**src/nox_lite_pkg.sv**
```systemverilog
/*
  shared definitions for the nox lite bus fabric
  bus widths, slave indices, address map, response codes,
  boot address default and the axi4-lite request/response structs
*/

package nox_lite_pkg;

  // bus widths
  localparam int ADDR_W = 32;
  localparam int DATA_W = 32;
  localparam int STRB_W = DATA_W / 8;

  // slave slots on the interconnect
  localparam int N_SLAVES = 4;

  localparam logic [1:0] SLV_ROM  = 2'd0;
  localparam logic [1:0] SLV_DRAM = 2'd1;
  localparam logic [1:0] SLV_RST  = 2'd2;
  localparam logic [1:0] SLV_GPIO = 2'd3;

  // address map, only the top nibble is decoded
  localparam logic [ADDR_W-1:0] ROM_BASE  = 32'h0000_0000;
  localparam logic [ADDR_W-1:0] DRAM_BASE = 32'h1000_0000;
  localparam logic [ADDR_W-1:0] RST_BASE  = 32'hC000_0000;
  localparam logic [ADDR_W-1:0] GPIO_BASE = 32'hD000_0000;

  // boot rom depth in words
  localparam int ROM_WORDS = 16;

  // axi response codes
  localparam logic [1:0] RESP_OKAY   = 2'b00;
  localparam logic [1:0] RESP_SLVERR = 2'b10;
  localparam logic [1:0] RESP_DECERR = 2'b11;

  // core boot address after reset or bootloader request
  localparam logic [ADDR_W-1:0] BOOT_ADDR_RST = 32'h1000_0000;

  // master to slave
  typedef struct packed {
    logic [ADDR_W-1:0] awaddr;
    logic              awvalid;
    logic [DATA_W-1:0] wdata;
    logic [STRB_W-1:0] wstrb;
    logic              wvalid;
    logic              bready;
    logic [ADDR_W-1:0] araddr;
    logic              arvalid;
    logic              rready;
  } s_axil_req_t;

  // slave to master
  typedef struct packed {
    logic              awready;
    logic              wready;
    logic [1:0]        bresp;
    logic              bvalid;
    logic              arready;
    logic [DATA_W-1:0] rdata;
    logic [1:0]        rresp;
    logic              rvalid;
  } s_axil_resp_t;

endpackage

```
**src/rst_ctrl.sv**
```systemverilog
/*
  core boot address register on axi4-lite
  any offset hits the one register, bootloader request
  or reset restores the default address
*/

module rst_ctrl (
  input  logic                                   clk,
  input  logic                                   rst_n_i,
  input  logic                                   bootloader_i,
  input  nox_lite_pkg::s_axil_req_t              axi_req_i,
  output nox_lite_pkg::s_axil_resp_t             axi_resp_o,
  output logic [nox_lite_pkg::ADDR_W-1:0]        rst_addr_o
);
  import nox_lite_pkg::*;

  logic [ADDR_W-1:0] boot_addr_q;
  logic [DATA_W-1:0] rdata_q;
  logic              bvalid_q, rvalid_q;
  logic              wr_fire, rd_fire;

  assign wr_fire = axi_req_i.awvalid & axi_req_i.wvalid & ~bvalid_q;
  assign rd_fire = axi_req_i.arvalid & ~rvalid_q;

  always_comb begin
    axi_resp_o         = '0;
    axi_resp_o.awready = wr_fire;
    axi_resp_o.wready  = wr_fire;
    axi_resp_o.bvalid  = bvalid_q;
    axi_resp_o.bresp   = RESP_OKAY;
    axi_resp_o.arready = rd_fire;
    axi_resp_o.rvalid  = rvalid_q;
    axi_resp_o.rresp   = RESP_OKAY;
    axi_resp_o.rdata   = rdata_q;
  end

  // bootloader wins over a write in the same cycle
  always_ff @(posedge clk) begin
    if (!rst_n_i || bootloader_i) begin
      boot_addr_q <= BOOT_ADDR_RST;
    end else if (wr_fire) begin
      for (int b = 0; b < STRB_W; b++) begin
        if (axi_req_i.wstrb[b])
          boot_addr_q[8*b +: 8] <= axi_req_i.wdata[8*b +: 8];
      end
    end
  end

  // bus handshake, plain reset only
  always_ff @(posedge clk) begin
    if (!rst_n_i) begin
      bvalid_q <= 1'b0;
      rvalid_q <= 1'b0;
    end else begin
      if (wr_fire)
        bvalid_q <= 1'b1;
      else if (axi_req_i.bready)
        bvalid_q <= 1'b0;
      if (rd_fire)
        rvalid_q <= 1'b1;
      else if (axi_req_i.rready)
        rvalid_q <= 1'b0;
    end
  end

  always_ff @(posedge clk) begin
    if (rd_fire)
      rdata_q <= boot_addr_q;
  end

  assign rst_addr_o = boot_addr_q;

endmodule

```
**config.mk**
```make
export PLATFORM = sky130hd
export DESIGN_NAME = rst_ctrl
export DESIGN_NICKNAME = d
export VERILOG_FILES = /design/src/nox_lite_pkg.sv /design/src/rst_ctrl.sv
export SDC_FILE = /design/constraint.sdc
export NUM_CORES = 1
export LEC_CHECK = 0
export ABC_CLOCK_PERIOD_IN_PS = 4700
export BUFFER_PORTS_ARGS = -buffer_cell sky130_fd_sc_hd__buf_2
export CAP_MARGIN = 25
export CORE_MARGIN = 1.5
export CORE_UTILIZATION = 30
export CTS_CLUSTER_SIZE = 24
export DETAILED_ROUTE_END_ITERATION = 6
export MAX_ROUTING_LAYER = met4
export PLACE_DENSITY = 0.67
export SKIP_CTS_REPAIR_TIMING = 1
export SLEW_MARGIN = 5
export SYNTH_ARGS = -nofsm -noshare
export SYNTH_HDL_FRONTEND = slang
export SYNTH_SLANG_ARGS = --single-unit
```
**constraint.sdc**
```tcl
create_clock -name clk -period 4.7 [get_ports clk]
set_input_delay 0 -clock clk [delete_from_list [all_inputs] [get_ports clk]]
set_output_delay 0 -clock clk [all_outputs]
set_load 0.005 [all_outputs]
```
==> qor.yml <==
run_status:
  outcome: "finished, final reports clean"
clock_tree:
  cts_htree_levels: 3
  path_clk_slew_ps: 70
  clkSinkCount: 66
  cts_buffer_depth: 2
  cts_tree: "yes"
  cts_root_buf: "clkbuf_8"
  clk_latency_ps: 330
  cts-buffers-inserted: 9
power_and_ir_drop:
  netSwitchingFraction: 0.216
  p_comb_frac: 0.093
  ir_drop_uv: 166
  power-per-cell-area_mw_per_mm2: 347
  p_total_mw: 1.35
  leakagePower_nw: 1.62
  internal_power_mw: 1.06
  clockPowerShare: 0.441
  switchingPower_uw: 292
  seqPwrFrac: 0.466
placed_design:
  port_buffers: 112
  dp_hpwl_mm: 3.88
  gp_congestion: 0.679
yosys:
  synth.top_cell.area_share: 0.355
  ys_types: 18
  yosys-top-cells-area: "edfxtp_1 (35%), dfxtp_1 (25%), nand3b_1 (17%)"
  syn_area_mm2: 0.00271
  yosysSeqAreaShare: 0.606
  synth_top_area_cell: "edfxtp_1"
  yosysWarnings: 0
  syn_area_per_cell_um2: 13.5
  ys_ff_latch: 66
  netlist_instances: 200
global_route:
  grt_pass1_wl_mm: 9.29
  antenna_found_initial: 0
  grt_start_max_net_pins: 65
  grt_pass1_vias: 1831
  track_usage: 0.128
  grt.overflow.total: 0
die:
  ios: 181
  start_util: 0.310
  fp.dieW_um: 98
  dieHeight_um: 98
  num_rows: 34
  die_area_mm2: 0.00960
  core-area_mm2: 0.00872
detailed_routing:
  drc_errors: 0
  drtPass1Iterations: 4
  antenna_left: 0
  wl_mm: 6.29
  vias: 2047
  wl_per_cell_um: 14.0
  viasPerCell: 4.55
  drtIter0Drc: 47
sta:
  setup_tns_ps: 0
  fin_crit_ps: 1410
  rsz0062_at_grt: "no"
  fmax_mhz: 711
  setup_viol: 0
  tightest_slew_ps: 806
  hold_viol_final: 0
  finClkSkew_ps: 7.55
  fin_hold_ws_ps: 30.1
  slew_violations: 0
  timing.slew.headroom: 0.462
  period_share: 0.299
critical_path:
  startpoint_type: "flip-flop"
  critPathKind: "reg2out"
  required_ps: 4700
  cp_slowest_cell: "nor2b_4"
  cp_max_fo: 16
  cp_cell_sequence: "nor2b_4, buf_2"
  slowest_delay_ps: 490
  worstSetupEndpointType: "primary output"
  arrival_ps: 1410
  rr_worst_depth: 2
worst_hold_path:
  hold_depth: 3
  hold_path.class: "in2reg"
finish:
  drive_gt1_frac: 0.383
  fin_util: 0.447
  syn_to_final_growth_pct: 43.9
  nets: 445
  fill_cells: 823
  antenna_cells: 0
run:
  cap_violations: 0
-- flip-flops by register name, summed over array words and instances (netlist names) --
signal,count
rvalid_q,1
bvalid_q,1
rdata_q,32
rst_addr_o,32
-- final cells by class --
cell class / count / area [um2] / share of cell area
clock buffers: 10 / 138 / 0.0353
clock inverters: 6 / 114 / 0.0292
inverters: 1 / 3.75 / 0.000963
multi-input cells: 110 / 906 / 0.232
flip-flops and latches: 66 / 1640 / 0.421
well taps: 108 / 135 / 0.0347
repair buffers: 149 / 958 / 0.246
-- worst max-delay path, delay by kind of cell, from the launching register on --
kind	cells	cell delay (ps)
buf+inv	1	220
flops	1	360
simple gates	1	490
-- power groups by stage --
stage / Clock [mW] / Combinational, mW / Sequential [mW]
final: 0.597 / 0.125 / 0.630
after global routing: 0.638 / 0.137 / 0.632
after CTS: 0.612 / 0.101 / 0.630
after detailed placement: 0 / 0.101 / 0.643
after global placement: 0 / 0.0968 / 0.642
after floorplan: 0 / 0.0553 / 0.646
-- routing by layer --
layer  global-route usage  wire, um
met1                0.153      2810
met5                    -         0
met4               0.0593        76
met3               0.0379       360
met2                0.198      3040
-- metrics by stage --
| step | setup WS, ps | std cells | area [um2] |
|---|---|---|---|
| finish | 3290 | 450 | 3900 |
| CTS | 2840 | 414 | 3520 |
| global route | 3190 | 450 | 3900 |
| global placement | 3180 | 397 | 3250 |
| floorplan | 2470 | 203 | 2720 |
| detailed placement | 3090 | 398 | 3270 |
-- cell usage in the layout (no fill, tap or decap) --
| cell type | count |
|---|---|
| conb_1 | 4 |
| buf_16 | 1 |
| clkbuf_8 | 10 |
| dfxtp_1 | 34 |
| buf_12 | 1 |
| bufinv_16 | 3 |
| clkinv_4 | 1 |
| nor2b_4 | 1 |
| or2b_1 | 1 |
| edfxtp_1 | 32 |
| buf_2 | 112 |
| a21boi_0 | 1 |
| nand2_1 | 1 |
| and4b_1 | 4 |
| inv_1 | 1 |
| mux2i_1 | 32 |
| nand3b_1 | 63 |
| dlygate4sd3_1 | 35 |
| o211a_1 | 1 |
| nor3b_1 | 2 |
| clkinvlp_4 | 2 |
-- final timing paths --
path / startpoint / endpoint / slack, ps
max: rvalid_q$_SDFFE_PN0P_ / axi_resp_o[35] / 3290
min: axi_req_i[72] / bvalid_q$_SDFFE_PN0P_ / 30
max reg2reg: rvalid_q$_SDFFE_PN0P_ / rdata_q[9]$_DFFE_PP_ / 3320
min reg2reg: rst_addr_o[9]$_SDFFE_PP0P_ / rdata_q[9]$_DFFE_PP_ / 460
-- logic make-up (layout without fill, tap and decap cells) --
kind of cell / after synthesis / count (layout) / synth area share
compound gates: 2 / 2 / 0.00647
simple gates: 72 / 72 / 0.201
mux: 32 / 32 / 0.118
other cells: 1 / 4 / 0.00138
buf+inv: 27 / 166 / 0.0661
flops: 66 / 66 / 0.606
-- synthesized netlist by cell type --
| library cell | n |
|---|---|
| nor2b_1 | 1 |
| edfxtp_1 | 32 |
| buf_2 | 5 |
| and4b_1 | 4 |
| nand2_1 | 1 |
| mux2i_1 | 32 |
| nor3b_1 | 2 |
| or2b_1 | 1 |
| conb_1 | 1 |
| inv_1 | 1 |
| nand3b_1 | 63 |
| a21boi_0 | 1 |
| dfxtp_1 | 34 |
| buf_6 | 4 |
| o211a_1 | 1 |
| clkbuf_1 | 5 |
| buf_1 | 1 |
| buf_4 | 11 |
No activity file was read; power rests on OpenSTA's default activity.
