[src/nox_lite_pkg.sv]
/*
  shared definitions for the nox lite bus fabric
  bus widths, slave indices, address map, response codes,
  boot address default and the axi4-lite request/response structs
*/

package nox_lite_pkg;

  // bus widths
  localparam int ADDR_W = 32;
  localparam int DATA_W = 32;
  localparam int STRB_W = DATA_W / 8;

  // slave slots on the interconnect
  localparam int N_SLAVES = 4;

  localparam logic [1:0] SLV_ROM  = 2'd0;
  localparam logic [1:0] SLV_DRAM = 2'd1;
  localparam logic [1:0] SLV_RST  = 2'd2;
  localparam logic [1:0] SLV_GPIO = 2'd3;

  // address map, only the top nibble is decoded
  localparam logic [ADDR_W-1:0] ROM_BASE  = 32'h0000_0000;
  localparam logic [ADDR_W-1:0] DRAM_BASE = 32'h1000_0000;
  localparam logic [ADDR_W-1:0] RST_BASE  = 32'hC000_0000;
  localparam logic [ADDR_W-1:0] GPIO_BASE = 32'hD000_0000;

  // boot rom depth in words
  localparam int ROM_WORDS = 16;

  // axi response codes
  localparam logic [1:0] RESP_OKAY   = 2'b00;
  localparam logic [1:0] RESP_SLVERR = 2'b10;
  localparam logic [1:0] RESP_DECERR = 2'b11;

  // core boot address after reset or bootloader request
  localparam logic [ADDR_W-1:0] BOOT_ADDR_RST = 32'h1000_0000;

  // master to slave
  typedef struct packed {
    logic [ADDR_W-1:0] awaddr;
    logic              awvalid;
    logic [DATA_W-1:0] wdata;
    logic [STRB_W-1:0] wstrb;
    logic              wvalid;
    logic              bready;
    logic [ADDR_W-1:0] araddr;
    logic              arvalid;
    logic              rready;
  } s_axil_req_t;

  // slave to master
  typedef struct packed {
    logic              awready;
    logic              wready;
    logic [1:0]        bresp;
    logic              bvalid;
    logic              arready;
    logic [DATA_W-1:0] rdata;
    logic [1:0]        rresp;
    logic              rvalid;
  } s_axil_resp_t;

endpackage

[src/axi_gpio.sv]
/*
  axi4-lite gpio output register
  byte strobe writes, read back, low byte on csr_o
*/

module axi_gpio (
  input  logic                       clk,
  input  logic                       rst_n_i,
  input  nox_lite_pkg::s_axil_req_t  axi_req_i,
  output nox_lite_pkg::s_axil_resp_t axi_resp_o,
  output logic [7:0]                 csr_o
);
  import nox_lite_pkg::*;

  logic [DATA_W-1:0] gpio_q;
  logic [DATA_W-1:0] rdata_q;
  logic              bvalid_q, rvalid_q;
  logic              wr_fire, rd_fire;

  assign wr_fire = axi_req_i.awvalid & axi_req_i.wvalid & ~bvalid_q;
  assign rd_fire = axi_req_i.arvalid & ~rvalid_q;

  always_comb begin
    axi_resp_o         = '0;
    axi_resp_o.awready = wr_fire;
    axi_resp_o.wready  = wr_fire;
    axi_resp_o.bvalid  = bvalid_q;
    axi_resp_o.bresp   = RESP_OKAY;
    axi_resp_o.arready = rd_fire;
    axi_resp_o.rvalid  = rvalid_q;
    axi_resp_o.rresp   = RESP_OKAY;
    axi_resp_o.rdata   = rdata_q;
  end

  // outputs low out of reset
  always_ff @(posedge clk) begin
    if (!rst_n_i) begin
      gpio_q   <= '0;
      bvalid_q <= 1'b0;
      rvalid_q <= 1'b0;
    end else begin
      if (wr_fire) begin
        for (int b = 0; b < STRB_W; b++) begin
          if (axi_req_i.wstrb[b])
            gpio_q[8*b +: 8] <= axi_req_i.wdata[8*b +: 8];
        end
      end
      if (wr_fire)
        bvalid_q <= 1'b1;
      else if (axi_req_i.bready)
        bvalid_q <= 1'b0;
      if (rd_fire)
        rvalid_q <= 1'b1;
      else if (axi_req_i.rready)
        rvalid_q <= 1'b0;
    end
  end

  always_ff @(posedge clk) begin
    if (rd_fire)
      rdata_q <= gpio_q;
  end

  assign csr_o = gpio_q[7:0];

endmodule

[config.mk]
export PLATFORM = sky130hd
export DESIGN_NAME = axi_gpio
export DESIGN_NICKNAME = d
export VERILOG_FILES = /design/src/nox_lite_pkg.sv /design/src/axi_gpio.sv
export SDC_FILE = /design/constraint.sdc
export NUM_CORES = 1
export LEC_CHECK = 0
export ABC_AREA = 1
export BUFFER_PORTS_ARGS = -buffer_cell sky130_fd_sc_hd__buf_4
export CAP_MARGIN = 20
export CORE_ASPECT_RATIO = 1.1
export CORE_UTILIZATION = 30
export CTS_CLUSTER_DIAMETER = 60
export CTS_CLUSTER_SIZE = 40
export DETAILED_ROUTE_END_ITERATION = 16
export GPL_TIMING_DRIVEN = 0
export SLEW_MARGIN = 30
export SYNTH_ARGS = -nofsm -noshare
export SYNTH_HDL_FRONTEND = slang
export SYNTH_SLANG_ARGS = --single-unit
[constraint.sdc]
create_clock -name clk -period 2.2 [get_ports clk]
set_clock_uncertainty 0.05 [all_clocks]
set_input_delay 0.33 -clock clk [delete_from_list [all_inputs] [get_ports clk]]
set_output_delay 0.33 -clock clk [all_outputs]
set_load 0.02 [all_outputs]
==> metrics.txt <==
final setup violation count=0; die outline area=a little under 0.01 mm²; drc violations=0; global placement routability congestion=roughly 0.76; longest individual stage delay on the worst path=~0.35 ns; VDD IR max=about 0.33 mV; via count=roughly 2,100; number of H-tree levels=3; core area=0.009009 mm²; clk slew on worst S/H paths=~0.07 ns; Clk Latency, worst-skew pair=approximately 0.33 ns; CTS tree=built; vertical die dimension=slightly above 100 µm; number of iterations in the first detailed-routing pass=4; first-pass GRT wire length=~9000 µm; footprint of the multi-input gates=604.3 µm²; Final TNS setup=0 ns; via-per-instance ratio=about 3.8; synth unique cells=16; growth of design area from synthesis to finish=36.65%; vias in the first global route=around 2,000; clock sink count=66; PostCTS Resize Cnt=1; Critical Path, Cell by Cell=or2_2, inv_4, buf_4, buf_4; worst hold path type=in2reg; final hold vios=0; part of the Yosys area used for sequential elements=58.00%; half-perimeter wire length after placement=between 4000 and 5000 µm; number of buffers inserted by hold repair at cts=0; wire length per cell=about 10 µm; aggregate global-route resource usage=12.65%; count of pins on the block boundary=156; Leak Pwr=around 2 nW; Top Family by Delay on Critical Path=buffers and inverters; number of clock buffers inserted by TritonCTS=9; non-filler instance count after layout=around 550; flop and latch count out of synthesis=66; Post-Syn Area per Cell=roughly 8.4 µm²; IO Port Bufs=82; Warnings, synthesis=0; antenna violations before repair=0; largest cells by area after synthesis=sky130_fd_sc_hd__edfxtp_1, sky130_fd_sc_hd__dfxtp_1, sky130_fd_sc_hd__inv_1; minimum clock period=approximately 2 ns; kind of critical path=reg2out; Netlist Area Pre-Place=between 0.002 and 0.003 mm²; remaining antenna violation count=0; starting utilization of the core area=about a third; placed cell count=about 540; max frequency=around 0.5 GHz; total number of placement rows=36; final routed wirelength across all metal layers=about 5700 µm; worst path required time=about 1.8 ns; total power divided by cell area=roughly 800 mW/mm²; crit-path max FO=33; Max Root-Sink Buffers=2; slowest library cell on the worst path=sky130_fd_sc_hd__inv_4; most repeated library cell on the critical path=sky130_fd_sc_hd__buf_4; overall power after layout=about 3.1 mW; max cap viols=0; maximum number of pins on one net before global-route repair=34; buffer count from post-CTS setup fixing=0; total inserted antenna cells=0; buffer cell driving the clock tree root=sky130_fd_sc_hd__clkbuf_8; crit path buf inv count=3; remaining global-route overflow=0; DIE WIDTH=about 95 µm; setup repair after global routing missed its margin=false; Worst Setup Start Kind=flop; total area of sequential cells=0.001642 mm²; number of slew-limit violations in the final report=0; layout net count=539; result of the run=finished, final reports clean; cell accounting for the most synthesized area=sky130_fd_sc_hd__edfxtp_1; Crit. End Element=output port; violation count after the first detailed-routing iteration=49; Gate Count Post-Synth=roughly 340; ratio of cells with drive above 1 in the final layout=between 20 and 30%; area share of the largest cell type after synthesis=33.95%; share of the clock period used by the worst path after layout=around 93%; Filler cells=~900; arrival time reported for the critical path endpoint=about 1.7 ns
-- worst min-delay path: cells and delay by family --
family,cells,cell delay [ns]
buffers and inverters,2,0.10
AOI/OAI and AO/OA,1,0.05
and+or+nand+nor,1,0.04
-- metal layers --
metal	vias to the layer above	track usage [%]	wire, µm
li1	1146	-	-
met1	870	15.18	2609
met2	64	20.14	2720
met3	5	4.020	328
met4	0	6.169	72
met5	-	0	0
-- kinds of logic (layout without fill, tap and decap cells) --
kind of cell | Yosys count | after routing | synth area share [%]
compound gates | 1 | 1 | 0.1767
buf+inv | 129 | 227 | 21.04
flops | 66 | 66 | 58.00
other cells | 1 | 4 | 0.1325
simple gates | 139 | 139 | 20.65
-- metrics by stage --
step / instance area [µm²] / utilization, % / worst slack [ns] / hold WS [ns]
floorplan: 2841 / - / 0.2639 / 0.3582
global placement: 3600 / 39.96 / -0.3186 / 0.3616
detailed placement: 3600 / 39.96 / 0.1475 / 0.3633
CTS: 3867 / 42.93 / 0.1155 / 0.1767
global route: 3867 / 42.93 / 0.04636 / 0.1842
finish: 3867 / 42.93 / 0.1619 / 0.1921
-- placed cells by master (no fill, tap or decap), types with 2 or more instances in the layout --
master                      netlist  layout
sky130_fd_sc_hd__buf_2            2       2
sky130_fd_sc_hd__buf_4           21     103
sky130_fd_sc_hd__buf_6            4       4
sky130_fd_sc_hd__bufinv_16        0       4
sky130_fd_sc_hd__clkbuf_8         0       9
sky130_fd_sc_hd__conb_1           1       4
sky130_fd_sc_hd__dfxtp_1         34      34
sky130_fd_sc_hd__edfxtp_1        32      32
sky130_fd_sc_hd__inv_1          101     100
sky130_fd_sc_hd__nand2_1         65      65
sky130_fd_sc_hd__nand3_1         32      32
sky130_fd_sc_hd__nand4_1          4       4
sky130_fd_sc_hd__nor2_1          35      35
-- synthesized netlist by cell type --
cell type,instances
sky130_fd_sc_hd__nor2_1,35
sky130_fd_sc_hd__nand4_1,4
sky130_fd_sc_hd__buf_4,21
sky130_fd_sc_hd__nand2_2,1
sky130_fd_sc_hd__a21oi_1,1
sky130_fd_sc_hd__dfxtp_1,34
sky130_fd_sc_hd__inv_1,101
sky130_fd_sc_hd__clkbuf_1,1
sky130_fd_sc_hd__edfxtp_1,32
sky130_fd_sc_hd__buf_2,2
sky130_fd_sc_hd__nor2_4,1
sky130_fd_sc_hd__nand3_1,32
sky130_fd_sc_hd__buf_6,4
sky130_fd_sc_hd__conb_1,1
sky130_fd_sc_hd__or2_2,1
sky130_fd_sc_hd__nand2_1,65
-- power breakdown --
part           leakage (nW)  internal (mW)  switching (mW)
logic                  1.28          0.186           0.227
registers             0.598           1.37          0.0291
clock network         0.129          0.867           0.460
total                  2.01           2.42           0.716
-- final timing paths --
kind                                   start             end  slack (ns)  cells after the start
worst max-delay path                rvalid_q  axi_resp_o[35]        0.16                      4
worst min-delay path            axi_req_i[0]        rvalid_q        0.19                      4
worst max register to register      rvalid_q      rdata_q[6]        0.78                      2
worst min register to register    gpio_q[22]     rdata_q[22]        0.38                      0
-- flip-flops by register name, indices dropped and copies added (netlist names) --
name / flops
gpio_q: 32
rdata_q: 32
bvalid_q: 1
rvalid_q: 1
-- cell type report --
cell class | count | share of cell area, %
Timing Repair Buffer | 82 | 15.92
Inverter | 101 | 9.867
Tap cell | 114 | 3.688
Clock buffer | 9 | 3.203
Buffer | 28 | 5.597
Sequential cell | 66 | 42.45
Clock inverter | 7 | 3.656
Multi-Input combinational cell | 144 | 15.63
Power figures use the tool's default switching activity.
