File: src/nox_lite_pkg.sv
/*
  shared definitions for the nox lite bus fabric
  bus widths, slave indices, address map, response codes,
  boot address default and the axi4-lite request/response structs
*/

package nox_lite_pkg;

  // bus widths
  localparam int ADDR_W = 32;
  localparam int DATA_W = 32;
  localparam int STRB_W = DATA_W / 8;

  // slave slots on the interconnect
  localparam int N_SLAVES = 4;

  localparam logic [1:0] SLV_ROM  = 2'd0;
  localparam logic [1:0] SLV_DRAM = 2'd1;
  localparam logic [1:0] SLV_RST  = 2'd2;
  localparam logic [1:0] SLV_GPIO = 2'd3;

  // address map, only the top nibble is decoded
  localparam logic [ADDR_W-1:0] ROM_BASE  = 32'h0000_0000;
  localparam logic [ADDR_W-1:0] DRAM_BASE = 32'h1000_0000;
  localparam logic [ADDR_W-1:0] RST_BASE  = 32'hC000_0000;
  localparam logic [ADDR_W-1:0] GPIO_BASE = 32'hD000_0000;

  // boot rom depth in words
  localparam int ROM_WORDS = 16;

  // axi response codes
  localparam logic [1:0] RESP_OKAY   = 2'b00;
  localparam logic [1:0] RESP_SLVERR = 2'b10;
  localparam logic [1:0] RESP_DECERR = 2'b11;

  // core boot address after reset or bootloader request
  localparam logic [ADDR_W-1:0] BOOT_ADDR_RST = 32'h1000_0000;

  // master to slave
  typedef struct packed {
    logic [ADDR_W-1:0] awaddr;
    logic              awvalid;
    logic [DATA_W-1:0] wdata;
    logic [STRB_W-1:0] wstrb;
    logic              wvalid;
    logic              bready;
    logic [ADDR_W-1:0] araddr;
    logic              arvalid;
    logic              rready;
  } s_axil_req_t;

  // slave to master
  typedef struct packed {
    logic              awready;
    logic              wready;
    logic [1:0]        bresp;
    logic              bvalid;
    logic              arready;
    logic [DATA_W-1:0] rdata;
    logic [1:0]        rresp;
    logic              rvalid;
  } s_axil_resp_t;

endpackage

File: src/axi_lite_xbar.sv
/*
  single master axi4-lite interconnect
  address decode on the top nibble, request fan-out,
  response steering by stored slave index, decerr for holes
*/

module axi_lite_xbar (
  input  logic                                               clk,
  input  logic                                               rst_n_i,
  input  nox_lite_pkg::s_axil_req_t                          m_req_i,
  output nox_lite_pkg::s_axil_resp_t                         m_resp_o,
  output nox_lite_pkg::s_axil_req_t  [nox_lite_pkg::N_SLAVES-1:0] s_req_o,
  input  nox_lite_pkg::s_axil_resp_t [nox_lite_pkg::N_SLAVES-1:0] s_resp_i
);
  import nox_lite_pkg::*;

  // returns {hit, slave index}
  function automatic logic [2:0] decode_slv(input logic [ADDR_W-1:0] addr);
    logic [2:0] sel;
    case (addr[ADDR_W-1 -: 4])
      ROM_BASE[ADDR_W-1 -: 4]:  sel = {1'b1, SLV_ROM};
      DRAM_BASE[ADDR_W-1 -: 4]: sel = {1'b1, SLV_DRAM};
      RST_BASE[ADDR_W-1 -: 4]:  sel = {1'b1, SLV_RST};
      GPIO_BASE[ADDR_W-1 -: 4]: sel = {1'b1, SLV_GPIO};
      default:                  sel = 3'b000;
    endcase
    return sel;
  endfunction

  logic       aw_hit, ar_hit;
  logic [1:0] aw_idx, ar_idx;
  logic       aw_fire, b_fire, ar_fire, r_fire;

  // one outstanding transaction per direction
  logic       wr_pend_q, rd_pend_q;
  logic [1:0] wr_idx_q, rd_idx_q;
  logic       wr_err_q, rd_err_q;

  assign {aw_hit, aw_idx} = decode_slv(m_req_i.awaddr);
  assign {ar_hit, ar_idx} = decode_slv(m_req_i.araddr);

  // request fan-out, payload goes everywhere, valids only to the target
  always_comb begin
    for (int i = 0; i < N_SLAVES; i++) begin
      s_req_o[i]         = m_req_i;
      s_req_o[i].awvalid = 1'b0;
      s_req_o[i].wvalid  = 1'b0;
      s_req_o[i].bready  = 1'b0;
      s_req_o[i].arvalid = 1'b0;
      s_req_o[i].rready  = 1'b0;
    end
    if (!wr_pend_q && aw_hit) begin
      s_req_o[aw_idx].awvalid = m_req_i.awvalid;
      s_req_o[aw_idx].wvalid  = m_req_i.wvalid;
    end
    if (wr_pend_q && !wr_err_q)
      s_req_o[wr_idx_q].bready = m_req_i.bready;
    if (!rd_pend_q && ar_hit)
      s_req_o[ar_idx].arvalid = m_req_i.arvalid;
    if (rd_pend_q && !rd_err_q)
      s_req_o[rd_idx_q].rready = m_req_i.rready;
  end

  // write side readies and response
  always_comb begin
    m_resp_o = '0;
    if (!wr_pend_q) begin
      if (aw_hit) begin
        m_resp_o.awready = s_resp_i[aw_idx].awready;
        m_resp_o.wready  = s_resp_i[aw_idx].wready;
      end else begin
        // hole in the map, take it here
        m_resp_o.awready = m_req_i.awvalid & m_req_i.wvalid;
        m_resp_o.wready  = m_req_i.awvalid & m_req_i.wvalid;
      end
    end else if (wr_err_q) begin
      m_resp_o.bvalid = 1'b1;
      m_resp_o.bresp  = RESP_DECERR;
    end else begin
      m_resp_o.bvalid = s_resp_i[wr_idx_q].bvalid;
      m_resp_o.bresp  = s_resp_i[wr_idx_q].bresp;
    end
    // read side
    if (!rd_pend_q) begin
      m_resp_o.arready = ar_hit ? s_resp_i[ar_idx].arready : m_req_i.arvalid;
    end else if (rd_err_q) begin
      m_resp_o.rvalid = 1'b1;
      m_resp_o.rresp  = RESP_DECERR;
    end else begin
      m_resp_o.rvalid = s_resp_i[rd_idx_q].rvalid;
      m_resp_o.rresp  = s_resp_i[rd_idx_q].rresp;
      m_resp_o.rdata  = s_resp_i[rd_idx_q].rdata;
    end
  end

  assign aw_fire = m_req_i.awvalid & m_req_i.wvalid & m_resp_o.awready;
  assign b_fire  = m_resp_o.bvalid & m_req_i.bready;
  assign ar_fire = m_req_i.arvalid & m_resp_o.arready;
  assign r_fire  = m_resp_o.rvalid & m_req_i.rready;

  // pending flags
  always_ff @(posedge clk) begin
    if (!rst_n_i) begin
      wr_pend_q <= 1'b0;
      rd_pend_q <= 1'b0;
    end else begin
      if (aw_fire)
        wr_pend_q <= 1'b1;
      else if (b_fire)
        wr_pend_q <= 1'b0;
      if (ar_fire)
        rd_pend_q <= 1'b1;
      else if (r_fire)
        rd_pend_q <= 1'b0;
    end
  end

  // routing info, only looked at while pending
  always_ff @(posedge clk) begin
    if (aw_fire) begin
      wr_idx_q <= aw_idx;
      wr_err_q <= ~aw_hit;
    end
    if (ar_fire) begin
      rd_idx_q <= ar_idx;
      rd_err_q <= ~ar_hit;
    end
  end

endmodule

File: config.mk
export PLATFORM = sky130hd
export DESIGN_NAME = axi_lite_xbar
export DESIGN_NICKNAME = d
export VERILOG_FILES = /design/src/nox_lite_pkg.sv /design/src/axi_lite_xbar.sv
export SDC_FILE = /design/constraint.sdc
export NUM_CORES = 1
export LEC_CHECK = 0
export BUFFER_PORTS_ARGS = -buffer_cell sky130_fd_sc_hd__buf_2
export CORE_AREA = 2 2 288 290
export CTS_CLUSTER_DIAMETER = 120
export DETAILED_ROUTE_END_ITERATION = 6
export DIE_AREA = 0 0 290 292
export PLACE_DENSITY = 0.3
export SETUP_SLACK_MARGIN = 0.3
export SLEW_MARGIN = 30
export SYNTH_ARGS = -nofsm -noshare
export SYNTH_HDL_FRONTEND = slang
export SYNTH_SLANG_ARGS = --single-unit
File: constraint.sdc
create_clock -name clk -period 2 [get_ports clk]
set_input_delay 0.4 -clock clk [delete_from_list [all_inputs] [get_ports clk]]
set_output_delay 0.4 -clock clk [all_outputs]
set_load 0.01 [all_outputs]
==> impl_table.tex, run 1 <==
\begin{tabular}{lr}
\hline
Metric & Value \\
\hline
\multicolumn{2}{l}{\textbf{Run status}} \\
\quad Status & finished, violations left \\
\quad Violated checks & negative setup slack \\
\multicolumn{2}{l}{\textbf{Drt}} \\
\quad Violation count after the first detailed-route iteration & 113 \\
\quad Detailed-route wire length per cell & 13.9 µm \\
\quad Post-detailed-routing wire length & 22100 µm \\
\quad Via-per-instance ratio & 2.14 \\
\quad DRC Markers & 0 \\
\quad DR vias & 3412 \\
\quad Number of antenna-violating nets in the routed design & 0 \\
\quad Number of iterations in the first detailed-routing pass & 4 \\
\multicolumn{2}{l}{\textbf{Setup path}} \\
\quad Slowest CP cell & sky130\_fd\_sc\_hd\_\_mux4\_2 \\
\quad Arrival time at the worst endpoint & 1.84 ns \\
\quad Top cell by count, worst path & sky130\_fd\_sc\_hd\_\_buf\_12 \\
\quad Critical-path cell list & buf\_12, buf\_12, mux4\_2, and2\_4, buf\_6 \\
\quad Sort of element at the end of the critical path & primary output \\
\quad Launch point of the critical path & rd\_idx\_q[0]\$\_DFFE\_PP\_ \\
\quad Worst stage delay on the critical path & 0.53 ns \\
\quad Biggest fanout along the worst timing path & 10 \\
\quad Critical path class & reg2out \\
\quad Type of element launching the critical path & register \\
\quad Required time at the worst-slack endpoint & 1.60 ns \\
\quad Startpoint of the worst-slack reg-to-reg timing path & rd\_idx\_q[0]\$\_DFFE\_PP\_ \\
\multicolumn{2}{l}{\textbf{Cells and area}} \\
\quad \# fillers & 9573 \\
\quad Fin nets & 791 \\
\quad Layout overhead on the synthesized area & 20.4\% \\
\quad Commonest non-fill, non-tap cells in the layout & sky130\_fd\_sc\_hd\_\_buf\_2 (250), sky130\_fd\_sc\_hd\_\_buf\_4 (48), sky130\_fd\_sc\_hd\_\_mux4\_2 (38) \\
\quad Most common cell after layout, fill and taps aside & sky130\_fd\_sc\_hd\_\_buf\_2 \\
\quad Post-route cell area & 5900 µm² \\
\quad Fraction of layout instances using a drive strength above 1 & 89.2\% \\
\multicolumn{2}{l}{\textbf{Timing}} \\
\quad Final critical delay including setup and external delays & 2.24 ns \\
\quad Number of failing setup endpoints in the final timing report & 37 \\
\quad Min setup slack post-route & -0.245 ns \\
\quad Final setup TNS & -7.38 ns \\
\quad Headroom to the max-slew limit & 77.7\% \\
\quad Setup repair after global routing missed its margin & yes \\
\quad Transition at the pin with the smallest max-transition slack & 0.334 ns \\
\quad Final Max Tran Viols & 0 \\
\quad Max Clock Skew & 0.000393 ns \\
\quad Smallest hold slack & 0.478 ns \\
\quad Final clock period utilization by the worst path & 112\% \\
\quad Endpoints failing hold & 0 \\
\quad Max Clk Rate & 446 MHz \\
\multicolumn{2}{l}{\textbf{Power}} \\
\quad Peak supply drop & 0.000165 V \\
\quad Total leakage power & 2.39 nW \\
\quad Overall power consumption & 1.58 mW \\
\quad Power per Cell Area & 269 nW/µm² \\
\multicolumn{2}{l}{\textbf{CTS}} \\
\quad Clock slew seen by the registers of the worst setup and hold paths & 0.04 ns \\
\quad H-tree level count & 1 \\
\quad Clock root cell & sky130\_fd\_sc\_hd\_\_clkbuf\_16 \\
\quad CTS tree & done \\
\quad CTS Buf Count & 3 \\
\quad Skew-Pair Late Insertion Delay & 0.24 ns \\
\quad Number of sinks driven by the clock tree & 8 \\
\quad CTS max path bufs & 2 \\
\multicolumn{2}{l}{\textbf{Placement}} \\
\quad Detail Placement HPWL & 18800 µm \\
\quad Placer Congestion & 0.798 \\
\quad Worst slack at placement & -0.147 ns \\
\quad Placed Area & 4950 µm² \\
\quad Count of buffers inserted at the top-level ports & 271 \\
\multicolumn{2}{l}{\textbf{Global route}} \\
\quad Total grt overflow & 0 \\
\quad Maximum number of pins on one net before global-route repair & 35 \\
\quad Vias in the first global route & 3623 \\
\quad Antenna violations before repair & 6 \\
\quad Wire length of the first global-routing pass & 29200 µm \\
\quad GRT Util Overall & 4.88\% \\
\multicolumn{2}{l}{\textbf{Logic synthesis}} \\
\quad Avg Inst Size Synth & 8.39 µm² \\
\quad Dominant register cell in the synthesized netlist & sky130\_fd\_sc\_hd\_\_edfxtp\_1 \\
\quad Mapped Nets & 855 \\
\quad Gate Count Post-Synth & 584 \\
\quad Synth Cell Area & 4900 µm² \\
\quad Sequential share of the synthesized area & 4.49\% \\
\quad Number of warnings reported in the yosys synthesis log & 0 \\
\quad Proportion of synthesized flip-flops having asynchronous set or reset & 0\% \\
\quad Number of different library cells in the post-synthesis netlist & 41 \\
\quad Seq cells post-synth & 8 \\
\quad Number of enable-type register cells in the synthesized netlist & 6 \\
\multicolumn{2}{l}{\textbf{Hold path}} \\
\quad Start point of the worst hold path & m\_req\_i[35] \\
\quad HP Class & in2reg \\
\multicolumn{2}{l}{\textbf{Floorplanning}} \\
\quad Floorplan Core Area & 81600 µm² \\
\quad Initial Util & 6.01\% \\
\quad Height of the chip & 292 µm \\
\quad I/O pin cnt & 732 \\
\quad Row count & 105 \\
\quad Die footprint & 84700 µm² \\
\quad Width of the die & 290 µm \\
\multicolumn{2}{l}{\textbf{Run}} \\
\quad Number of violations of the max-capacitance limit & 0 \\
\hline
\end{tabular}
stage by stage:
stage                     std cells  util [%]
after CTS                      1579      6.93
final                          1591      7.23
after floorplan                 584         -
after global placement         1551      6.07
after detailed placement       1551      6.07
after global routing           1589      7.22
final cells by class:
class                      instances  area, µm²  area share, %
inverter                           7       28.8          0.488
tap                             1070       1340           22.7
sequential                         8        225           3.82
multi-input combinational        153       1900           32.2
timing repair buffer             347       2320           39.4
clock buffer                       3       75.1           1.27
antenna                            3       7.51          0.127
critical path, delay by kind of cell, from the launching register on:
kind                   cells  cell delay [ns]
multiplexers               1             0.53
buffers and inverters      3             0.45
flip-flops                 1             0.41
AND/OR/NAND/NOR            1             0.18
state kept, by name, indices dropped and copies added (netlist names):
signal,count
wr_pend_q,1
wr_idx_q,2
wr_err_q,1
rd_err_q,1
rd_idx_q,2
rd_pend_q,1
worst paths after layout:
check                           endpoint  slack (ns)  cells past startpoint
hold reg to reg   rd_pend_q$_SDFFE_PN0P_        0.68                      3
hold / removal    wr_pend_q$_SDFFE_PN0P_        0.48                      2
setup reg to reg  rd_pend_q$_SDFFE_PN0P_        0.09                      7
setup / recovery             m_resp_o[6]       -0.24                      5
repair_timing:
item | 4_1_cts | 5_1_grt
hold buffers | 0 | 0
cloned | 2 | 0
endpoints found under the setup margin | 66 | 69
pin swaps | 15 | 17
resized for setup | 88 | 42
buffers inserted | 23 | 9
cell families after synthesis:
group           count (synthesis)  share of synthesized area [%]
xor+xnor                        1                          0.179
mux                            41                           18.1
flops                           8                           4.49
buf+inv                       423                           63.5
compound gates                 23                           3.09
simple gates                   88                           10.6
synth_stat cells, types with 2 or more instances:
| master | instances | area [µm²] |
|---|---|---|
| sky130_fd_sc_hd__buf_2 | 4 | 20.0 |
| sky130_fd_sc_hd__nor3_1 | 8 | 40.0 |
| sky130_fd_sc_hd__nand2_1 | 5 | 18.8 |
| sky130_fd_sc_hd__clkbuf_1 | 8 | 30.0 |
| sky130_fd_sc_hd__dfxtp_1 | 2 | 40.0 |
| sky130_fd_sc_hd__nand2b_1 | 4 | 25.0 |
| sky130_fd_sc_hd__mux4_2 | 38 | 856 |
| sky130_fd_sc_hd__o21a_1 | 6 | 45.0 |
| sky130_fd_sc_hd__nand3_1 | 5 | 25.0 |
| sky130_fd_sc_hd__nand3b_1 | 2 | 15.0 |
| sky130_fd_sc_hd__nor2b_1 | 4 | 25.0 |
| sky130_fd_sc_hd__edfxtp_1 | 6 | 180 |
| sky130_fd_sc_hd__and3_1 | 4 | 25.0 |
| sky130_fd_sc_hd__nor2_1 | 10 | 37.5 |
| sky130_fd_sc_hd__mux2_2 | 2 | 22.5 |
| sky130_fd_sc_hd__buf_4 | 402 | 3020 |
| sky130_fd_sc_hd__nor4_1 | 2 | 12.5 |
| sky130_fd_sc_hd__o21ai_0 | 3 | 15.0 |
| sky130_fd_sc_hd__inv_1 | 7 | 26.3 |
| sky130_fd_sc_hd__and2_1 | 33 | 206 |
| sky130_fd_sc_hd__nor3b_1 | 2 | 15.0 |
| sky130_fd_sc_hd__a21oi_1 | 8 | 40.0 |
layer usage:
| layer | GRT usage, % | share of wire [%] | vias up |
|---|---|---|---|
| met5 | 0.794 | 0.58 | - |
| met4 | 1.38 | 2.5 | 8 |
| met3 | 4.56 | 19 | 67 |
| met2 | 6.40 | 40 | 412 |
| met1 | 5.49 | 38 | 1526 |
| li1 | - | - | 1399 |
power by group:
part	leakage (nW)	switching [mW]	total [mW]	internal, mW
Sequential	0.0744	0.0191	0.212	0.193
Clock	0.0370	0.0905	0.349	0.259
Combinational	2.27	0.436	1.02	0.586
(Power assumes the default switching activity.)
==> inputs of run 2 (changes only) <==
Settings changed: CORE_AREA 2 2 288 290 to 2 2 289 291, DIE_AREA 0 0 290 292 to 0 0 291 293.
==> run 2 against run 1 <==
Compared with the run above:
- the run still ends with negative setup slack left
- die area increased by 0.69%
- final cell count decreased by 0.88%
- clock skew about the same
- setup slack got worse by 0.018 ns
- sequential share of layout area about the same
- register-to-register slack improved by 0.06 ns
- wire length decreased by 6.6%
- global-route usage decreased by 0.55 points
- non-clock buffer count decreased by 12
- flip-flop and latch count unchanged
- clock power increased by 8.3%
- power increased by 2.2%
- largest power group unchanged
==> impl_table.tex, run 2 (same netlist as run 1, synthesis figures left out) <==
\begin{tabular}{lr}
\hline
Metric & Value \\
\hline
\multicolumn{2}{l}{\textbf{CTS}} \\
\quad Skew-Pair Late Insertion Delay & 0.25 ns (about the same) \\
\quad CTS max path bufs & 2 (unchanged) \\
\quad CTS hold repair buffers & 0 (unchanged) \\
\quad Clock slew seen by the registers of the worst setup and hold paths & 0.05 ns (about the same) \\
\quad Number of sinks driven by the clock tree & 8 (unchanged) \\
\quad CTS tree & done \\
\quad H-tree level count & 1 (unchanged) \\
\quad Clock root cell & sky130\_fd\_sc\_hd\_\_clkbuf\_16 \\
\quad CTS Buf Count & 3 (unchanged) \\
\multicolumn{2}{l}{\textbf{Run status}} \\
\quad Status & finished, violations left \\
\quad Violated checks & negative setup slack \\
\multicolumn{2}{l}{\textbf{Timing}} \\
\quad Endpoints failing hold & 0 (unchanged) \\
\quad Setup repair after global routing missed its margin & yes \\
\quad Max Clk Rate & 442 MHz (-0.79\%) \\
\quad Final setup TNS & -6.46 ns (+0.916 ns) \\
\quad Max Clock Skew & 0.000829 ns (+0.000436 ns) \\
\quad Transition at the pin with the smallest max-transition slack & 0.256 ns (-0.0775 ns) \\
\quad Headroom to the max-slew limit & 82.9\% (+5.2 points) \\
\quad Final clock period utilization by the worst path & 113\% (+0.89 points) \\
\quad Number of failing setup endpoints in the final timing report & 37 (unchanged) \\
\quad Smallest hold slack & 0.443 ns (-0.0349 ns) \\
\quad Final Max Tran Viols & 0 (unchanged) \\
\quad Min setup slack post-route & -0.262 ns (-0.0178 ns) \\
\quad Final critical delay including setup and external delays & 2.26 ns (+0.0178 ns) \\
\multicolumn{2}{l}{\textbf{Floorplanning}} \\
\quad Die footprint & 85300 µm² (+0.69\%) \\
\quad Initial Util & 5.99\% (-0.019 points) \\
\quad Height of the chip & 293 µm (+0.34\%) \\
\quad Row count & 105 (unchanged) \\
\quad I/O pin cnt & 732 (unchanged) \\
\quad Floorplan Core Area & 81800 µm² (+0.32\%) \\
\quad Width of the die & 291 µm (+0.34\%) \\
\multicolumn{2}{l}{\textbf{Cells and area}} \\
\quad Layout overhead on the synthesized area & 19.0\% \\
\quad Largest registers & rd\_idx\_q (2), wr\_idx\_q (2) \\
\quad \# fillers & 9595 (+0.23\%) \\
\quad Final cell count without fillers & 1577 (-0.88\%) \\
\quad Most common cell after layout, fill and taps aside & sky130\_fd\_sc\_hd\_\_buf\_2 \\
\quad Fraction of layout instances using a drive strength above 1 & 88.1\% (-1.0 points) \\
\quad Fin nets & 779 (-1.5\%) \\
\quad Commonest non-fill, non-tap cells in the layout & sky130\_fd\_sc\_hd\_\_buf\_2 (248), sky130\_fd\_sc\_hd\_\_mux4\_2 (38), sky130\_fd\_sc\_hd\_\_buf\_4 (35) \\
\quad Final cell utilization of the core & 7.13\% (-0.10 points) \\
\multicolumn{2}{l}{\textbf{Placement}} \\
\quad Count of buffers inserted at the top-level ports & 271 (unchanged) \\
\quad Detail Placement HPWL & 16600 µm (-12\%) \\
\quad Placer Congestion & 0.748 (-6.2\%) \\
\quad Placed Instances & 1543 (-0.52\%) \\
\multicolumn{2}{l}{\textbf{Global route}} \\
\quad Maximum number of pins on one net before global-route repair & 35 (unchanged) \\
\quad Antenna violations before repair & 6 (unchanged) \\
\quad Vias in the first global route & 3501 (-3.4\%) \\
\quad Total grt overflow & 0 (unchanged) \\
\quad GRT Util Overall & 4.33\% (-0.55 points) \\
\quad Wire length of the first global-routing pass & 25900 µm (-11\%) \\
\multicolumn{2}{l}{\textbf{Setup path}} \\
\quad Biggest fanout along the worst timing path & 11 (+1) \\
\quad Critical path class & reg2out \\
\quad Required time at the worst-slack endpoint & 1.60 ns (about the same) \\
\quad Arrival time at the worst endpoint & 1.86 ns (+0.02 ns) \\
\quad Type of element launching the critical path & register \\
\quad Sort of element at the end of the critical path & primary output \\
\multicolumn{2}{l}{\textbf{Drt}} \\
\quad DR vias & 3288 (-3.6\%) \\
\quad Number of iterations in the first detailed-routing pass & 4 (unchanged) \\
\quad Via-per-instance ratio & 2.08 (-2.8\%) \\
\quad Post-detailed-routing wire length & 20600 µm (-6.6\%) \\
\quad Detailed-route wire length per cell & 13.1 µm (-5.8\%) \\
\quad Number of antenna-violating nets in the routed design & 0 (unchanged) \\
\quad Violation count after the first detailed-route iteration & 109 (-3.5\%) \\
\quad DRC Markers & 0 (unchanged) \\
\multicolumn{2}{l}{\textbf{Hold path}} \\
\quad HP Class & in2reg \\
\multicolumn{2}{l}{\textbf{Power}} \\
\quad Total leakage power & 2.33 nW (-2.1\%) \\
\quad Peak supply drop & 0.000199 V (+21\%) \\
\quad Power per Cell Area & 278 nW/µm² (+3.3\%) \\
\multicolumn{2}{l}{\textbf{Run}} \\
\quad Number of violations of the max-capacitance limit & 0 (unchanged) \\
\hline
\end{tabular}
[run 2: what timing repair did]
action                                  CTS  global route
setup buffers                            16            10
cloned                                    3             1
pin swaps                                27            14
endpoints found under the setup margin   63            61
gates resized for setup                  81            38
[run 2: final timing paths]
kind | cells past startpoint | startpoint | end | slack (ns)
setup / recovery | 5 | rd_idx_q[0]$_DFFE_PP_ | m_resp_o[0] | -0.26
hold / removal | 3 | rst_n_i | rd_pend_q$_SDFFE_PN0P_ | 0.44
setup reg to reg | 7 | rd_idx_q[0]$_DFFE_PP_ | rd_pend_q$_SDFFE_PN0P_ | 0.15
hold reg to reg | 2 | wr_pend_q$_SDFFE_PN0P_ | wr_pend_q$_SDFFE_PN0P_ | 0.63
[run 2: cell type report]
class                           count  area, µm²  area share (%)
Timing Repair Buffer              335       2290            39.3
Multi-Input combinational cell    153       1870            32.1
Tap cell                         1070       1340            23.0
Sequential cell                     8        225            3.86
Clock buffer                        3       75.1            1.29
Inverter                            7       26.3           0.451
Antenna cell                        1       2.50          0.0429
[run 2: per-stage QoR]
stage,setup slack [ns],cell area [µm²],power [mW]
final,-0.262,5830,1.62
after CTS,-0.286,5540,1.58
after detailed placement,-0.258,4890,1.04
after global routing,-0.336,5830,1.72
after floorplan,0.188,4990,1.39
after global placement,-0.195,4890,1.03
[run 2: worst max-delay path, cell delays in order, from the launching register on]
cell	delay [ns]
sky130_fd_sc_hd__edfxtp_1	0.40
sky130_fd_sc_hd__buf_12	0.17
sky130_fd_sc_hd__buf_4	0.14
sky130_fd_sc_hd__mux4_2	0.55
sky130_fd_sc_hd__o21a_1	0.20
sky130_fd_sc_hd__buf_2	0.13
[run 2: per-layer routing]
layer  track usage [%]  up-vias  part of all wire (%)
met1              5.49     1473                    43
met5             0.454        -                  0.26
met3              3.12       53                    15
met2              5.64      387                    39
met4              1.21        2                   2.7
li1                  -     1373                     -
[run 2: where the power goes]
group | internal (mW) | switching (mW)
clock network | 0.261 | 0.116
registers | 0.192 | 0.0171
logic | 0.596 | 0.436
total | 1.05 | 0.569
==> inputs of run 3 (changes only) <==
Settings changed: ABC_AREA set to 1, CORE_AREA 2 2 289 291 to 2 2 282 284, DIE_AREA 0 0 291 293 to 0 0 284 286.
==> run 3 against run 2 <==
Compared with the run above:
- the flow still finishes with violations (negative setup slack)
- first-iteration DRC count decreased by 10%
- clock power up 14%
- sequential share of layout area down 0.26 points
- utilization rose by 0.68 points
- area after synthesis down 2.5%
- clock skew rose by 0.0070 ns
- fmax increased by 2.9%
- power rose by 7.6%
- wire length is 14% higher
- critical path depth increased by 3
- via count up 27%
- sequential power shrank 3%
- highest routed layer unchanged
==> impl_table.tex, run 3 <==
\begin{tabular}{lr}
\hline
Metric & Value \\
\hline
\multicolumn{2}{l}{\textbf{CTS}} \\
\quad CTS tree & done \\
\quad CTS hold repair buffers & 0 (unchanged) \\
\quad CTS Buf Count & 3 (unchanged) \\
\quad CTS max path bufs & 2 (unchanged) \\
\quad Clock root cell & sky130\_fd\_sc\_hd\_\_clkbuf\_16 \\
\quad H-tree level count & 1 (unchanged) \\
\quad Number of sinks driven by the clock tree & 8 (unchanged) \\
\quad Skew-Pair Late Insertion Delay & 0.27 ns (+0.02 ns) \\
\quad Clock slew seen by the registers of the worst setup and hold paths & 0.06 ns (about the same) \\
\multicolumn{2}{l}{\textbf{Placement}} \\
\quad Count of buffers inserted at the top-level ports & 271 (unchanged) \\
\quad Placed Area & 4620 µm² (-5.5\%) \\
\quad Detail Placement HPWL & 18000 µm (+8.7\%) \\
\quad Placer Congestion & 0.933 (+25\%) \\
\multicolumn{2}{l}{\textbf{Timing}} \\
\quad Headroom to the max-slew limit & 77.1\% (-5.9 points) \\
\quad Transition at the pin with the smallest max-transition slack & 0.344 ns (+0.0879 ns) \\
\quad Final Max Tran Viols & 0 (unchanged) \\
\quad Min setup slack post-route & -0.199 ns (+0.0638 ns) \\
\quad Setup repair after global routing missed its margin & yes \\
\quad Endpoints failing hold & 0 (unchanged) \\
\quad Final clock period utilization by the worst path & 110\% (-3.2 points) \\
\quad Final critical delay including setup and external delays & 2.20 ns (-0.0638 ns) \\
\quad Final setup TNS & -5.26 ns (+1.20 ns) \\
\quad Number of failing setup endpoints in the final timing report & 36 (-2.7\%) \\
\quad Max Clock Skew & 0.00787 ns (+0.00704 ns) \\
\quad Max Clk Rate & 455 MHz (+2.9\%) \\
\multicolumn{2}{l}{\textbf{Logic synthesis}} \\
\quad Avg Inst Size Synth & 6.66 µm² (-21\%) \\
\quad Proportion of synthesized flip-flops having asynchronous set or reset & 0\% (unchanged) \\
\quad Basic-gate share of the synthesized area counting and, or, nand and nor cells & 15.0\% (+4.4 points) \\
\quad Number of warnings reported in the yosys synthesis log & 0 (unchanged) \\
\quad Main combinational cell family by area after synthesis & buffers and inverters \\
\quad Area share of the largest cell type after synthesis & 63.8\% (+2.2 points) \\
\quad Number of enable-type register cells in the synthesized netlist & 6 (unchanged) \\
\quad Most common cell in the netlist & sky130\_fd\_sc\_hd\_\_buf\_4 \\
\quad Area fraction in compound gates after synthesis & 12.0\% (+8.9 points) \\
\quad Synth area leader & sky130\_fd\_sc\_hd\_\_buf\_4 \\
\quad Fraction of the mapped netlist area in adder cells & 0\% (unchanged) \\
\quad Share of cell area taken by muxes after synthesis & 0\% (-18 points) \\
\quad Seq cells post-synth & 8 (unchanged) \\
\quad Synth Area in XOR/XNOR & 0\% (-0.18 points) \\
\quad Number of different library cells in the post-synthesis netlist & 27 (-34\%) \\
\quad Sequential share of the synthesized area & 4.61\% (+0.12 points) \\
\quad Gate Count Post-Synth & 717 (+23\%) \\
\quad Synth Cell Area & 4780 µm² (-2.5\%) \\
\quad Dominant register cell in the synthesized netlist & sky130\_fd\_sc\_hd\_\_edfxtp\_1 \\
\quad Synth top cells by count & sky130\_fd\_sc\_hd\_\_buf\_4 (406), sky130\_fd\_sc\_hd\_\_nand2\_1 (110), sky130\_fd\_sc\_hd\_\_inv\_1 (36), sky130\_fd\_sc\_hd\_\_a31oi\_1 (33), sky130\_fd\_sc\_hd\_\_a22oi\_1 (30) \\
\quad Main area contributors after synthesis & sky130\_fd\_sc\_hd\_\_buf\_4 (64\%), sky130\_fd\_sc\_hd\_\_nand2\_1 (8.6\%), sky130\_fd\_sc\_hd\_\_a22oi\_1 (4.7\%) \\
\quad Mapped Nets & 988 (+16\%) \\
\multicolumn{2}{l}{\textbf{Power}} \\
\quad Overall power consumption & 1.74 mW (+7.6\%) \\
\quad Peak supply drop & 0.000188 V (-5.7\%) \\
\quad Total leakage power & 2.55 nW (+9.4\%) \\
\quad Power per Cell Area & 285 nW/µm² (+2.6\%) \\
\multicolumn{2}{l}{\textbf{Floorplanning}} \\
\quad Height of the chip & 286 µm (-2.4\%) \\
\quad Floorplan Core Area & 78400 µm² (-4.3\%) \\
\quad I/O pin cnt & 732 (unchanged) \\
\quad Die footprint & 81200 µm² (-4.7\%) \\
\quad Width of the die & 284 µm (-2.4\%) \\
\quad Initial Util & 6.10\% (+0.11 points) \\
\quad Row count & 103 (-1.9\%) \\
\multicolumn{2}{l}{\textbf{Drt}} \\
\quad Number of iterations in the first detailed-routing pass & 4 (unchanged) \\
\quad DRC Markers & 0 (unchanged) \\
\quad Violation count after the first detailed-route iteration & 98 (-10\%) \\
\quad Post-detailed-routing wire length & 23400 µm (+14\%) \\
\quad Number of antenna-violating nets in the routed design & 0 (unchanged) \\
\quad Detailed-route wire length per cell & 13.7 µm (+4.5\%) \\
\quad DR vias & 4160 (+27\%) \\
\quad Via-per-instance ratio & 2.43 (+16\%) \\
\multicolumn{2}{l}{\textbf{Cells and area}} \\
\quad Post-route cell area & 6110 µm² (+4.8\%) \\
\quad Most common cell after layout, fill and taps aside & sky130\_fd\_sc\_hd\_\_buf\_2 \\
\quad Fraction of layout instances using a drive strength above 1 & 74.8\% (-13 points) \\
\quad Layout overhead on the synthesized area & 28.0\% \\
\quad Largest registers & rd\_idx\_q (2), wr\_idx\_q (2) \\
\quad Multi-input logic area & 1890 µm² (+1.2\%) \\
\quad Fin nets & 934 (+20\%) \\
\quad \# fillers & 9340 (-2.7\%) \\
\quad Area used by sequential logic in the layout & 220 µm² (-2.2\%) \\
\quad Commonest non-fill, non-tap cells in the layout & sky130\_fd\_sc\_hd\_\_buf\_2 (257), sky130\_fd\_sc\_hd\_\_nand2\_1 (78), sky130\_fd\_sc\_hd\_\_buf\_4 (58) \\
\multicolumn{2}{l}{\textbf{Setup path}} \\
\quad Required time at the worst-slack endpoint & 1.60 ns (about the same) \\
\quad Arrival time at the worst endpoint & 1.80 ns (-0.06 ns) \\
\quad Sort of element at the end of the critical path & primary output \\
\quad Type of element launching the critical path & register \\
\quad Critical path class & reg2out \\
\quad Worst-case reg-to-reg path depth & 10 (+3) \\
\quad Biggest fanout along the worst timing path & 8 (-3) \\
\quad Worst reg2reg path endpoint & rd\_pend\_q\$\_SDFFE\_PN0P\_ \\
\quad Startpoint of the worst-slack reg-to-reg timing path & rd\_idx\_q[1]\$\_DFFE\_PP\_ \\
\quad Flop-to-flop setup slack & 0.36 ns (+0.21 ns) \\
\multicolumn{2}{l}{\textbf{Global route}} \\
\quad Wire length of the first global-routing pass & 30600 µm (+18\%) \\
\quad GRT Util Overall & 5.23\% (+0.90 points) \\
\quad Total grt overflow & 0 (unchanged) \\
\quad Maximum number of pins on one net before global-route repair & 26 (-26\%) \\
\quad Vias in the first global route & 4368 (+25\%) \\
\quad Antenna violations before repair & 2 (-4) \\
\multicolumn{2}{l}{\textbf{Run}} \\
\quad Number of violations of the max-capacitance limit & 0 (unchanged) \\
\multicolumn{2}{l}{\textbf{Hold path}} \\
\quad HP Class & in2reg \\
\quad Start point of the worst hold path & rst\_n\_i \\
\quad Hold path depth & 3 (unchanged) \\
\quad WHS Endpoint & wr\_pend\_q\$\_SDFFE\_PN0P\_ \\
\multicolumn{2}{l}{\textbf{Run status}} \\
\quad Violated checks & negative setup slack \\
\quad Status & finished, violations left \\
\hline
\end{tabular}
run 3: cell count changes in the layout (fill, tap and decap cells not counted), moves of 11 or more:
cell / delta
sky130_fd_sc_hd__nand2_4: +15
sky130_fd_sc_hd__a31oi_1: +27
sky130_fd_sc_hd__buf_4: +23
sky130_fd_sc_hd__and2_4: -21
sky130_fd_sc_hd__inv_2: +12
sky130_fd_sc_hd__nand2_2: +20
sky130_fd_sc_hd__mux4_2: -38
sky130_fd_sc_hd__and2_1: -12
sky130_fd_sc_hd__nor2_4: +11
sky130_fd_sc_hd__a22oi_2: +23
sky130_fd_sc_hd__nand2_1: +73
sky130_fd_sc_hd__inv_1: +12
run 3: cells by family after synthesis:
group / after synthesis
DFF: 8
AOI/OAI and AO/OA: 82
buffers and inverters: 456
and+or+nand+nor: 171
run 3: layer usage:
layer | wire length, µm | track usage (%) | vias up
met4 | 936 | 2.11 | 8
met2 | 9970 | 7.64 | 450
met3 | 3310 | 3.30 | 80
li1 | - | - | 1784
met5 | 261 | 2.15 | -
met1 | 8930 | 5.91 | 1838
run 3: worst max-delay path, cell delays in order (launching register included):
cell and delay [ns]:
sky130_fd_sc_hd__edfxtp_1 0.48, sky130_fd_sc_hd__inv_2 0.16, sky130_fd_sc_hd__nand2_4 0.08, sky130_fd_sc_hd__inv_4 0.06, sky130_fd_sc_hd__buf_12 0.14, sky130_fd_sc_hd__buf_12 0.17
sky130_fd_sc_hd__nand2_1 0.06, sky130_fd_sc_hd__a31oi_1 0.17, sky130_fd_sc_hd__buf_2 0.18
run 3: repair_timing:
| item | 4_1_cts | 5_1_grt |
|---|---|---|
| pin swaps | 38 | 44 |
| cloned | 5 | 2 |
| setup buffers | 40 | 9 |
| gates resized for setup | 133 | 87 |
| endpoints found under the setup margin | 60 | 67 |
run 3: worst max-delay path by stage:
stage / start / endpoint
4_1_cts: rd_idx_q[1]$_DFFE_PP_ / m_resp_o[31]
3_5_place_dp: m_req_i[32] / m_resp_o[35]
6_report: rd_idx_q[0]$_DFFE_PP_ / m_resp_o[31]
3_3_place_gp: m_req_i[32] / m_resp_o[35]
2_1_floorplan: rd_idx_q[0]$_DFFE_PP_ / m_resp_o[10]
5_1_grt: rd_idx_q[1]$_DFFE_PP_ / m_resp_o[12]
run 3: power by group:
part / internal (mW) / switching, mW
sequential: 0.191 / 0.0119
combinational: 0.536 / 0.571
clock: 0.272 / 0.160
run 3: final cells by class:
cell class	count	share of cell area, %
Sequential cell	8	3.60
Antenna cell	1	0.0409
Tap cell	1050	21.5
Clock buffer	4	1.29
Multi-Input combinational cell	253	30.9
Inverter	40	2.99
Timing Repair Buffer	357	39.7
run 3: per-stage QoR:
stage / util (%) / std cells / hold slack, ns / setup slack (ns)
global placement: 5.90 / 1652 / 0.638 / 0.0481
finish: 7.80 / 1713 / 0.429 / -0.199
global route: 7.80 / 1712 / 0.453 / -0.324
CTS: 7.20 / 1701 / 0.444 / -0.217
detailed placement: 5.90 / 1652 / 0.628 / -0.00871
floorplan: - / 717 / 0.482 / 0.390
